## config.mk

```make
export PLATFORM = sky130hd
export DESIGN_NAME = clmul_unit
export DESIGN_NICKNAME = d
export VERILOG_FILES = /design/src/rtl/clmul_pkg.sv /design/src/rtl/flow_pkg.sv /design/src/rtl/clmul_core.sv /design/src/rtl/clmul_egress.sv /design/src/rtl/clmul_ingress.sv /design/src/rtl/clmul_unit.sv /design/src/rtl/poly16_mul.sv
export SDC_FILE = /design/constraint.sdc
export NUM_CORES = 1
export LEC_CHECK = 0
export BUFFER_PORTS_ARGS = -buffer_cell sky130_fd_sc_hd__buf_2
export CAP_MARGIN = 20
export CORE_UTILIZATION = 55
export CTS_CLUSTER_SIZE = 10
export DETAILED_ROUTE_END_ITERATION = 6
export PLACE_DENSITY_LB_ADDON = 0.08
export SYNTH_ARGS = -nofsm -noshare
export SYNTH_HDL_FRONTEND = slang
export SYNTH_SLANG_ARGS = --single-unit
```

## constraint.sdc

```tcl
create_clock -name clk_i -period 3 [get_ports clk_i]
set_input_delay 0.15 -clock clk_i [delete_from_list [all_inputs] [get_ports clk_i]]
set_output_delay 0.15 -clock clk_i [all_outputs]
set_load 0.05 [all_outputs]
```

## src/rtl/clmul_pkg.sv

```systemverilog
// Operation definitions for the carry-less multiply unit.
// Holds the Zbc opcodes and the operand and product types used by every block.

package clmul_pkg;

  parameter int XLEN   = 32;         // Operand and result width
  parameter int HALF_W = XLEN / 2;   // Width of one Karatsuba half

  typedef logic [XLEN-1:0]   word_t;
  typedef logic [2*XLEN-1:0] prod_t; // Top bit of a product is always zero

  // Values follow the low two bits of the Zbc funct3 field
  typedef enum logic [1:0] {
    CLMUL  = 2'b01,
    CLMULR = 2'b10,
    CLMULH = 2'b11
  } clmul_op_e;

endpackage

```

## src/rtl/flow_pkg.sv

```systemverilog
// Flow-control definitions shared by the ingress queue and the egress buffer.
// Depths here are only defaults; the top level passes the real ones down.

package flow_pkg;

  parameter int IN_DEPTH_DEF  = 4;
  parameter int RES_DEPTH_DEF = 4;

  // Counters for credits and slots, enough for depths up to 15
  parameter int CNT_W = 4;

endpackage

```

## src/rtl/clmul_core.sv

```systemverilog
// Two-stage carry-less multiply pipeline.
// Stage 1 forms three 16-bit Karatsuba products, stage 2 combines them into
// the 64-bit product and registers the word picked by the opcode.

module clmul_core (
  input  logic                 clk_i,
  input  logic                 reset,
  input  logic                 issue_valid,
  input  clmul_pkg::clmul_op_e issue_op,
  input  clmul_pkg::word_t     issue_a,
  input  clmul_pkg::word_t     issue_b,
  output logic                 res_valid,
  output clmul_pkg::clmul_op_e res_op,
  output clmul_pkg::word_t     res_data
);
  import clmul_pkg::*;

  logic [2*HALF_W-1:0] p_lo;
  logic [2*HALF_W-1:0] p_hi;
  logic [2*HALF_W-1:0] p_mid;
  logic [2*HALF_W-1:0] s1_lo;
  logic [2*HALF_W-1:0] s1_hi;
  logic [2*HALF_W-1:0] s1_mid;
  logic [2*HALF_W-1:0] mid_term;
  clmul_op_e           s1_op;
  logic                s1_valid;
  prod_t               prod;
  word_t               sel;

  poly16_mul mul_lo (
    .a(issue_a[HALF_W-1:0]),
    .b(issue_b[HALF_W-1:0]),
    .r(p_lo)
  );

  poly16_mul mul_hi (
    .a(issue_a[XLEN-1:HALF_W]),
    .b(issue_b[XLEN-1:HALF_W]),
    .r(p_hi)
  );

  // (a_lo + a_hi)(b_lo + b_hi) carries both cross terms at once
  poly16_mul mul_mid (
    .a(issue_a[HALF_W-1:0] ^ issue_a[XLEN-1:HALF_W]),
    .b(issue_b[HALF_W-1:0] ^ issue_b[XLEN-1:HALF_W]),
    .r(p_mid)
  );

  always_ff @(posedge clk_i) begin
    s1_lo  <= p_lo;
    s1_hi  <= p_hi;
    s1_mid <= p_mid;
    s1_op  <= issue_op;
  end

  assign mid_term = s1_mid ^ s1_lo ^ s1_hi;
  assign prod     = {s1_hi, s1_lo} ^ {{HALF_W{1'b0}}, mid_term, {HALF_W{1'b0}}};

  always_comb begin
    unique case (s1_op)
      CLMULH:  sel = prod[2*XLEN-1:XLEN];
      CLMULR:  sel = prod[2*XLEN-2:XLEN-1];  // Bits 62 down to 31
      default: sel = prod[XLEN-1:0];
    endcase
  end

  always_ff @(posedge clk_i) begin
    res_op   <= s1_op;
    res_data <= sel;
  end

  always_ff @(posedge clk_i) begin
    if (reset) begin
      s1_valid  <= 1'b0;
      res_valid <= 1'b0;
    end else begin
      s1_valid  <= issue_valid;
      res_valid <= s1_valid;
    end
  end

endmodule

```

## src/rtl/clmul_egress.sv

```systemverilog
// Result buffer at the output of the unit.
// Sends the head entry whenever the consumer has granted a credit, and
// reports each departure back to the ingress slot counter.

module clmul_egress #(
  parameter int RES_DEPTH = flow_pkg::RES_DEPTH_DEF
) (
  input  logic                 clk_i,
  input  logic                 reset,
  input  logic                 res_valid,
  input  clmul_pkg::clmul_op_e res_op,
  input  clmul_pkg::word_t     res_data,
  output logic                 out_valid,
  output clmul_pkg::clmul_op_e out_op,
  output clmul_pkg::word_t     out_result,
  input  logic                 out_credit,
  output logic                 slot_free
);
  import clmul_pkg::*;
  import flow_pkg::*;

  localparam int PTR_W = (RES_DEPTH > 1) ? $clog2(RES_DEPTH) : 1;

  clmul_op_e        buf_op  [RES_DEPTH];
  word_t            buf_res [RES_DEPTH];
  logic [PTR_W-1:0] wr_ptr;
  logic [PTR_W-1:0] rd_ptr;
  logic [CNT_W-1:0] fill;
  logic [CNT_W-1:0] credit_cnt;

  function automatic logic [PTR_W-1:0] ptr_inc(input logic [PTR_W-1:0] p);
    return (p == PTR_W'(RES_DEPTH - 1)) ? '0 : p + 1'b1;
  endfunction

  assign out_valid  = (fill != '0) && (credit_cnt != '0);
  assign out_op     = buf_op[rd_ptr];
  assign out_result = buf_res[rd_ptr];
  assign slot_free  = out_valid;  // Each send pops one entry

  // Ingress never lets more than RES_DEPTH items into the core and buffer
  always_ff @(posedge clk_i) begin
    if (res_valid) begin
      buf_op[wr_ptr]  <= res_op;
      buf_res[wr_ptr] <= res_data;
    end
  end

  always_ff @(posedge clk_i) begin
    if (reset) begin
      wr_ptr     <= '0;
      rd_ptr     <= '0;
      fill       <= '0;
      credit_cnt <= '0;
    end else begin
      if (res_valid) wr_ptr <= ptr_inc(wr_ptr);
      if (out_valid) rd_ptr <= ptr_inc(rd_ptr);
      fill       <= fill + CNT_W'(res_valid) - CNT_W'(out_valid);
      credit_cnt <= credit_cnt + CNT_W'(out_credit) - CNT_W'(out_valid);
    end
  end

endmodule

```

## src/rtl/clmul_ingress.sv

```systemverilog
// Request queue in front of the multiply pipeline.
// Returns one input credit per issued request and only issues while the
// downstream slot count leaves room in the egress buffer.

module clmul_ingress #(
  parameter int IN_DEPTH  = flow_pkg::IN_DEPTH_DEF,
  parameter int RES_DEPTH = flow_pkg::RES_DEPTH_DEF
) (
  input  logic                 clk_i,
  input  logic                 reset,
  input  logic                 in_valid,
  input  clmul_pkg::clmul_op_e in_op,
  input  clmul_pkg::word_t     in_a,
  input  clmul_pkg::word_t     in_b,
  output logic                 in_credit,
  output logic                 issue_valid,
  output clmul_pkg::clmul_op_e issue_op,
  output clmul_pkg::word_t     issue_a,
  output clmul_pkg::word_t     issue_b,
  input  logic                 slot_free
);
  import clmul_pkg::*;
  import flow_pkg::*;

  localparam int PTR_W = (IN_DEPTH > 1) ? $clog2(IN_DEPTH) : 1;

  clmul_op_e        q_op [IN_DEPTH];
  word_t            q_a  [IN_DEPTH];
  word_t            q_b  [IN_DEPTH];
  logic [PTR_W-1:0] wr_ptr;
  logic [PTR_W-1:0] rd_ptr;
  logic [CNT_W-1:0] q_cnt;
  logic [CNT_W-1:0] slot_cnt;  // Items in the core plus items in the egress buffer

  function automatic logic [PTR_W-1:0] ptr_inc(input logic [PTR_W-1:0] p);
    return (p == PTR_W'(IN_DEPTH - 1)) ? '0 : p + 1'b1;
  endfunction

  assign issue_valid = (q_cnt != '0) && (slot_cnt < CNT_W'(RES_DEPTH));
  assign issue_op    = q_op[rd_ptr];
  assign issue_a     = q_a[rd_ptr];
  assign issue_b     = q_b[rd_ptr];

  // The sender holds a credit for every write, so the queue cannot overflow
  always_ff @(posedge clk_i) begin
    if (in_valid) begin
      q_op[wr_ptr] <= in_op;
      q_a[wr_ptr]  <= in_a;
      q_b[wr_ptr]  <= in_b;
    end
  end

  always_ff @(posedge clk_i) begin
    if (reset) begin
      wr_ptr    <= '0;
      rd_ptr    <= '0;
      q_cnt     <= '0;
      slot_cnt  <= '0;
      in_credit <= 1'b0;
    end else begin
      in_credit <= issue_valid;  // Credit goes back in the cycle after the issue
      if (in_valid) wr_ptr <= ptr_inc(wr_ptr);
      if (issue_valid) rd_ptr <= ptr_inc(rd_ptr);
      q_cnt    <= q_cnt + CNT_W'(in_valid) - CNT_W'(issue_valid);
      slot_cnt <= slot_cnt + CNT_W'(issue_valid) - CNT_W'(slot_free);
    end
  end

endmodule

```

## src/rtl/clmul_unit.sv

```systemverilog
// Top level of the carry-less multiply unit.
// Connects the request queue, the multiply pipeline and the result buffer,
// and hands the queue depths down to them.

module clmul_unit #(
  parameter int IN_DEPTH  = flow_pkg::IN_DEPTH_DEF,
  parameter int RES_DEPTH = flow_pkg::RES_DEPTH_DEF
) (
  input  logic                 clk_i,
  input  logic                 reset,
  input  logic                 in_valid,
  input  clmul_pkg::clmul_op_e in_op,
  input  clmul_pkg::word_t     in_a,
  input  clmul_pkg::word_t     in_b,
  output logic                 in_credit,
  output logic                 out_valid,
  output clmul_pkg::clmul_op_e out_op,
  output clmul_pkg::word_t     out_result,
  input  logic                 out_credit
);
  import clmul_pkg::*;

  logic      issue_valid;
  clmul_op_e issue_op;
  word_t     issue_a;
  word_t     issue_b;
  logic      res_valid;
  clmul_op_e res_op;
  word_t     res_data;
  logic      slot_free;

  clmul_ingress #(
    .IN_DEPTH (IN_DEPTH),
    .RES_DEPTH(RES_DEPTH)
  ) ingress0 (
    .clk_i      (clk_i),
    .reset      (reset),
    .in_valid   (in_valid),
    .in_op      (in_op),
    .in_a       (in_a),
    .in_b       (in_b),
    .in_credit  (in_credit),
    .issue_valid(issue_valid),
    .issue_op   (issue_op),
    .issue_a    (issue_a),
    .issue_b    (issue_b),
    .slot_free  (slot_free)
  );

  clmul_core core0 (
    .clk_i      (clk_i),
    .reset      (reset),
    .issue_valid(issue_valid),
    .issue_op   (issue_op),
    .issue_a    (issue_a),
    .issue_b    (issue_b),
    .res_valid  (res_valid),
    .res_op     (res_op),
    .res_data   (res_data)
  );

  clmul_egress #(
    .RES_DEPTH(RES_DEPTH)
  ) egress0 (
    .clk_i     (clk_i),
    .reset     (reset),
    .res_valid (res_valid),
    .res_op    (res_op),
    .res_data  (res_data),
    .out_valid (out_valid),
    .out_op    (out_op),
    .out_result(out_result),
    .out_credit(out_credit),
    .slot_free (slot_free)
  );

endmodule

```

## src/rtl/poly16_mul.sv

```systemverilog
// Combinational 16x16 carry-less multiplier over GF(2).
// Builds the product from shifted AND terms that are folded together by XOR.

module poly16_mul (
  input  logic [clmul_pkg::HALF_W-1:0]   a,
  input  logic [clmul_pkg::HALF_W-1:0]   b,
  output logic [2*clmul_pkg::HALF_W-1:0] r
);
  import clmul_pkg::*;

  // One partial product per bit of b, already shifted into place
  logic [2*HALF_W-1:0] pp [HALF_W];

  for (genvar i = 0; i < HALF_W; i++) begin : g_pp
    assign pp[i] = {{HALF_W{1'b0}}, a & {HALF_W{b[i]}}} << i;
  end

  always_comb begin
    r = '0;
    for (int i = 0; i < HALF_W; i++) begin
      r = r ^ pp[i];           // Addition in GF(2) has no carries
    end
  end

endmodule

```

==> flow_summary.html <==
<table>
<tr><th>Metric</th><th>Value</th></tr>
<tr><th colspan="2">Clock tree</th></tr>
<tr><td>Post-CTS sizing</td><td>0</td></tr>
<tr><td>TritonCTS clock tree</td><td>done</td></tr>
<tr><td>Clk sink count</td><td>559</td></tr>
<tr><td>Master cell of the clock root buffer</td><td>clkbuf_16</td></tr>
<tr><td>Max H-tree Level</td><td>3</td></tr>
<tr><td>Clock transition at the registers of the reported paths</td><td>0.06 ns</td></tr>
<tr><td>Bufs on Longest Clock Path</td><td>3</td></tr>
<tr><td>Clock latency of the later-clocked register in the worst-skew pair</td><td>0.61 ns</td></tr>
<tr><td>Number of buffers inserted during clock tree synthesis</td><td>67</td></tr>
<tr><th colspan="2">GRT</th></tr>
<tr><td>Initial antenna violation count</td><td>2</td></tr>
<tr><td>Wire length of the first global-routing pass</td><td>116 mm</td></tr>
<tr><td>Largest net degree at the start of global routing</td><td>49</td></tr>
<tr><td>Congestion Overflow GR</td><td>0</td></tr>
<tr><td>Number of global-route vias before repair</td><td>19.5k</td></tr>
<tr><td>GRT Total Usage</td><td>0.272</td></tr>
<tr><th colspan="2">Floorplanning</th></tr>
<tr><td>I/O pin count</td><td>106</td></tr>
<tr><td>Effective utilization at floorplan</td><td>0.555</td></tr>
<tr><td>Core region area</td><td>55,000 sq um</td></tr>
<tr><td>DIE WIDTH</td><td>238 microns</td></tr>
<tr><td>Row Count</td><td>86</td></tr>
<tr><td>Area of the die</td><td>56,500 sq um</td></tr>
<tr><td>Overall die height</td><td>238 microns</td></tr>
<tr><th colspan="2">Timing</th></tr>
<tr><td>Actual slew at the worst max-slew pin</td><td>0.820 ns</td></tr>
<tr><td>FMAX</td><td>0.362 GHz</td></tr>
<tr><td>Setup TNS after final layout</td><td>0 ns</td></tr>
<tr><td>Worst-case headroom to the max-slew limit</td><td>0.453</td></tr>
<tr><td>Final period demand of the worst path</td><td>2.76 ns</td></tr>
<tr><td>Count of final setup violators</td><td>0</td></tr>
<tr><td>Final Cycle Share</td><td>0.921</td></tr>
<tr><td>Final Hold Viols</td><td>0</td></tr>
<tr><td>RSZ-0062 raised after global routing</td><td>no</td></tr>
<tr><td>Worst-case clock skew</td><td>0.0185 ns</td></tr>
<tr><td>Max Transition Viols Final</td><td>0</td></tr>
<tr><th colspan="2">Detailed routing</th></tr>
<tr><td>Total wire length</td><td>75.3 mm</td></tr>
<tr><td>Post-DR wirelength/cell</td><td>20.8 microns</td></tr>
<tr><td>Avg Vias per Cell</td><td>5.34</td></tr>
<tr><td>Remaining antenna violation count</td><td>0</td></tr>
<tr><td>Number of DRC markers after the initial detailed-route iteration</td><td>1,771</td></tr>
<tr><td>Number of vias in the routed layout</td><td>19.3k</td></tr>
<tr><td>Number of remaining DRC errors</td><td>0</td></tr>
<tr><td>Detailed Routing Iterations Pass 1</td><td>5</td></tr>
<tr><th colspan="2">Logic synthesis</th></tr>
<tr><td>Share of cell area taken by muxes after synthesis</td><td>0.0842</td></tr>
<tr><td>Largest family of logic cells by synthesized area</td><td>XOR/XNOR gates</td></tr>
<tr><td>Library cells used by synthesis</td><td>33</td></tr>
<tr><td>Post-Syn Nets</td><td>2,747</td></tr>
<tr><td>Post-synthesis instance area</td><td>30,500 sq um</td></tr>
<tr><td>Number of standard cells after synthesis</td><td>2,643</td></tr>
<tr><td>Adder-cell share of the synthesized area</td><td>0.0149</td></tr>
<tr><td>Total of warnings raised by yosys</td><td>0</td></tr>
<tr><td>Xor/xnor cell area share of the yosys netlist</td><td>0.247</td></tr>
<tr><td>Post-Syn Area per Cell</td><td>11.6 sq um</td></tr>
<tr><td>Post-synthesis compound-gate area fraction</td><td>0.00856</td></tr>
<tr><td>Post-synthesis sequential area ratio</td><td>0.498</td></tr>
<tr><td>Simple-gate area share of the yosys netlist</td><td>0.106</td></tr>
<tr><td>Post-synthesis sequential element count</td><td>559</td></tr>
<tr><th colspan="2">Layout</th></tr>
<tr><td>Most used cells in the layout excluding fill and tap cells</td><td>xnor2_1 (560), nand2_1 (522), edfxtp_1 (400)</td></tr>
<tr><td>Layout filler cell count</td><td>4,196</td></tr>
<tr><td>Layout cells sized above 1</td><td>0.169</td></tr>
<tr><td>Area growth syn-to-layout</td><td>14.3%</td></tr>
<tr><td>Number of nets at the end of the flow</td><td>2,938</td></tr>
<tr><td>Commonest non-fill, non-tap cell in the layout</td><td>xnor2_1</td></tr>
<tr><th colspan="2">Worst setup path</th></tr>
<tr><td>Type of origin of the critical path</td><td>register</td></tr>
<tr><td>Arrival time at the worst endpoint</td><td>3.27 ns</td></tr>
<tr><td>Nature of the critical path endpoint</td><td>register</td></tr>
<tr><td>Crit Path Category</td><td>register to register</td></tr>
<tr><td>Worst-path maximum fanout</td><td>18</td></tr>
<tr><td>Data required time of the worst path</td><td>3.50 ns</td></tr>
<tr><th colspan="2">Placed design</th></tr>
<tr><td>Hpwl dp</td><td>50.0 mm</td></tr>
<tr><td>Last weighted congestion value of the routability-driven placer</td><td>0.857</td></tr>
<tr><td>Count of buffers inserted at the top-level ports</td><td>105</td></tr>
<tr><th colspan="2">Min path</th></tr>
<tr><td>Worst min-delay path class</td><td>primary input to register</td></tr>
<tr><th colspan="2">Run status</th></tr>
<tr><td>Run status</td><td>complete, no violations</td></tr>
<tr><th colspan="2">Run</th></tr>
<tr><td>Max-cap check violation count</td><td>0</td></tr>
</table>
==> logic make-up (layout without fill, tap and decap cells) <==
| group | count (synthesis) | in the layout |
|---|---|---|
| simple gates | 844 | 844 |
| mux | 131 | 131 |
| fa+ha+maj | 34 | 34 |
| compound gates | 47 | 47 |
| flops | 559 | 559 |
| other cells | 0 | 1 |
| xor+xnor | 792 | 792 |
| buf+inv | 236 | 464 |
==> what timing repair did <==
item	4_1_cts	5_1_grt
hold buffers	70	0
buffers inserted	0	0
endpoints found under the hold margin	286	0
setup endpoints to repair	0	0
==> path summary, 6_finish.rpt <==
check	start	endpoint	slack (ns)	depth (start not counted)
worst min register to register	core0.s1_valid	core0.res_valid	0.46	1
worst min-delay path	in_a[13]	ingress0.q_a[0][13]	0.28	2
worst max register to register	register	core0.s1_mid[15]	0.24	9
worst max-delay path	register	core0.s1_mid[15]	0.24	9
==> stage by stage <==
| step | util | hold WS [ns] | setup slack (ns) | area [sq um] | std cells |
|---|---|---|---|---|---|
| after CTS | 0.635 | 0.252 | 0.230 | 34900 | 3619 |
| after global routing | 0.635 | 0.267 | 0.0622 | 34900 | 3620 |
| after global placement | 0.586 | 0.358 | 0.275 | 32200 | 3443 |
| after detailed placement | 0.586 | 0.365 | 0.254 | 32200 | 3443 |
| after floorplan | - | 0.249 | 0.0318 | 30500 | 2643 |
| final | 0.635 | 0.284 | 0.238 | 34900 | 3620 |
==> Yosys cell counts <==
master	count	area, sq um
nand3b_1	1	7.51
clkbuf_2	1	5.00
edfxtp_1	400	12000
nand2_1	522	1960
mux4_2	100	2250
buf_1	20	75.1
xnor2_1	560	4900
mux2_2	8	90.1
dfxtp_1	159	3180
a21oi_1	23	115
a32oi_1	1	8.76
nand3_1	3	15.0
nor2_1	296	1110
fa_1	4	80.1
nand2b_1	2	12.5
o21ai_0	14	70.1
buf_2	45	225
nor2b_1	5	31.3
xor2_1	190	1660
clkbuf_1	63	236
and2_1	12	75.1
xnor2_2	17	277
nor3_1	2	10.0
xnor2_4	25	688
buf_4	41	308
nor2_2	1	6.26
o211ai_1	5	37.5
ha_1	30	375
a21o_1	4	30.0
buf_8	1	15.0
inv_1	40	150
buf_6	25	282
mux2i_1	23	230
==> layout make-up <==
| type | instances | area (sq um) | share of cell area |
|---|---|---|---|
| sequential | 559 | 15200 | 0.436 |
| multi-input combinational | 1848 | 14100 | 0.403 |
| timing repair buffer | 318 | 2550 | 0.0731 |
| clock buffer | 96 | 1840 | 0.0527 |
| tap | 748 | 936 | 0.0268 |
| clock inverter | 10 | 159 | 0.00455 |
| inverter | 40 | 150 | 0.00430 |
| antenna | 1 | 2.50 | 0.0000717 |
==> critical path, cell delays in order, from the launching register on <==
cell and delay, ns:
dfxtp_4 0.38, buf_12 0.20, buf_12 0.16, mux4_2 0.59, xnor2_4 0.49, nor2_1 0.13, xnor2_1 0.25, xnor2_1 0.18
xnor2_1 0.17, xnor2_1 0.09
==> state kept, by name (all words and copies together) (netlist names), 4 cells and up, named ones only <==
name                count
egress0.buf_op          8
egress0.credit_cnt      4
ingress0.slot_cnt       4
ingress0.q_op           8
egress0.fill            4
core0.s1_hi            31
ingress0.q_b          128
ingress0.q_a          128
core0.res_data         32
core0.s1_mid           31
core0.s1_lo            31
ingress0.q_cnt          4
egress0.buf_res       128
==> per-layer routing <==
| metal | share of wire | global-route usage | vias up |
|---|---|---|---|
| met4 | 0.048 | 0.128 | 0 |
| li1 | - | - | 8970 |
| met5 | 0 | 0 | - |
| met2 | 0.48 | 0.448 | 690 |
| met1 | 0.41 | 0.352 | 9493 |
| met3 | 0.059 | 0.0455 | 177 |
Power is left out: the tool's default activity adds up to more than one toggle a clock period on the data nets, which glitch-free logic cannot reach.
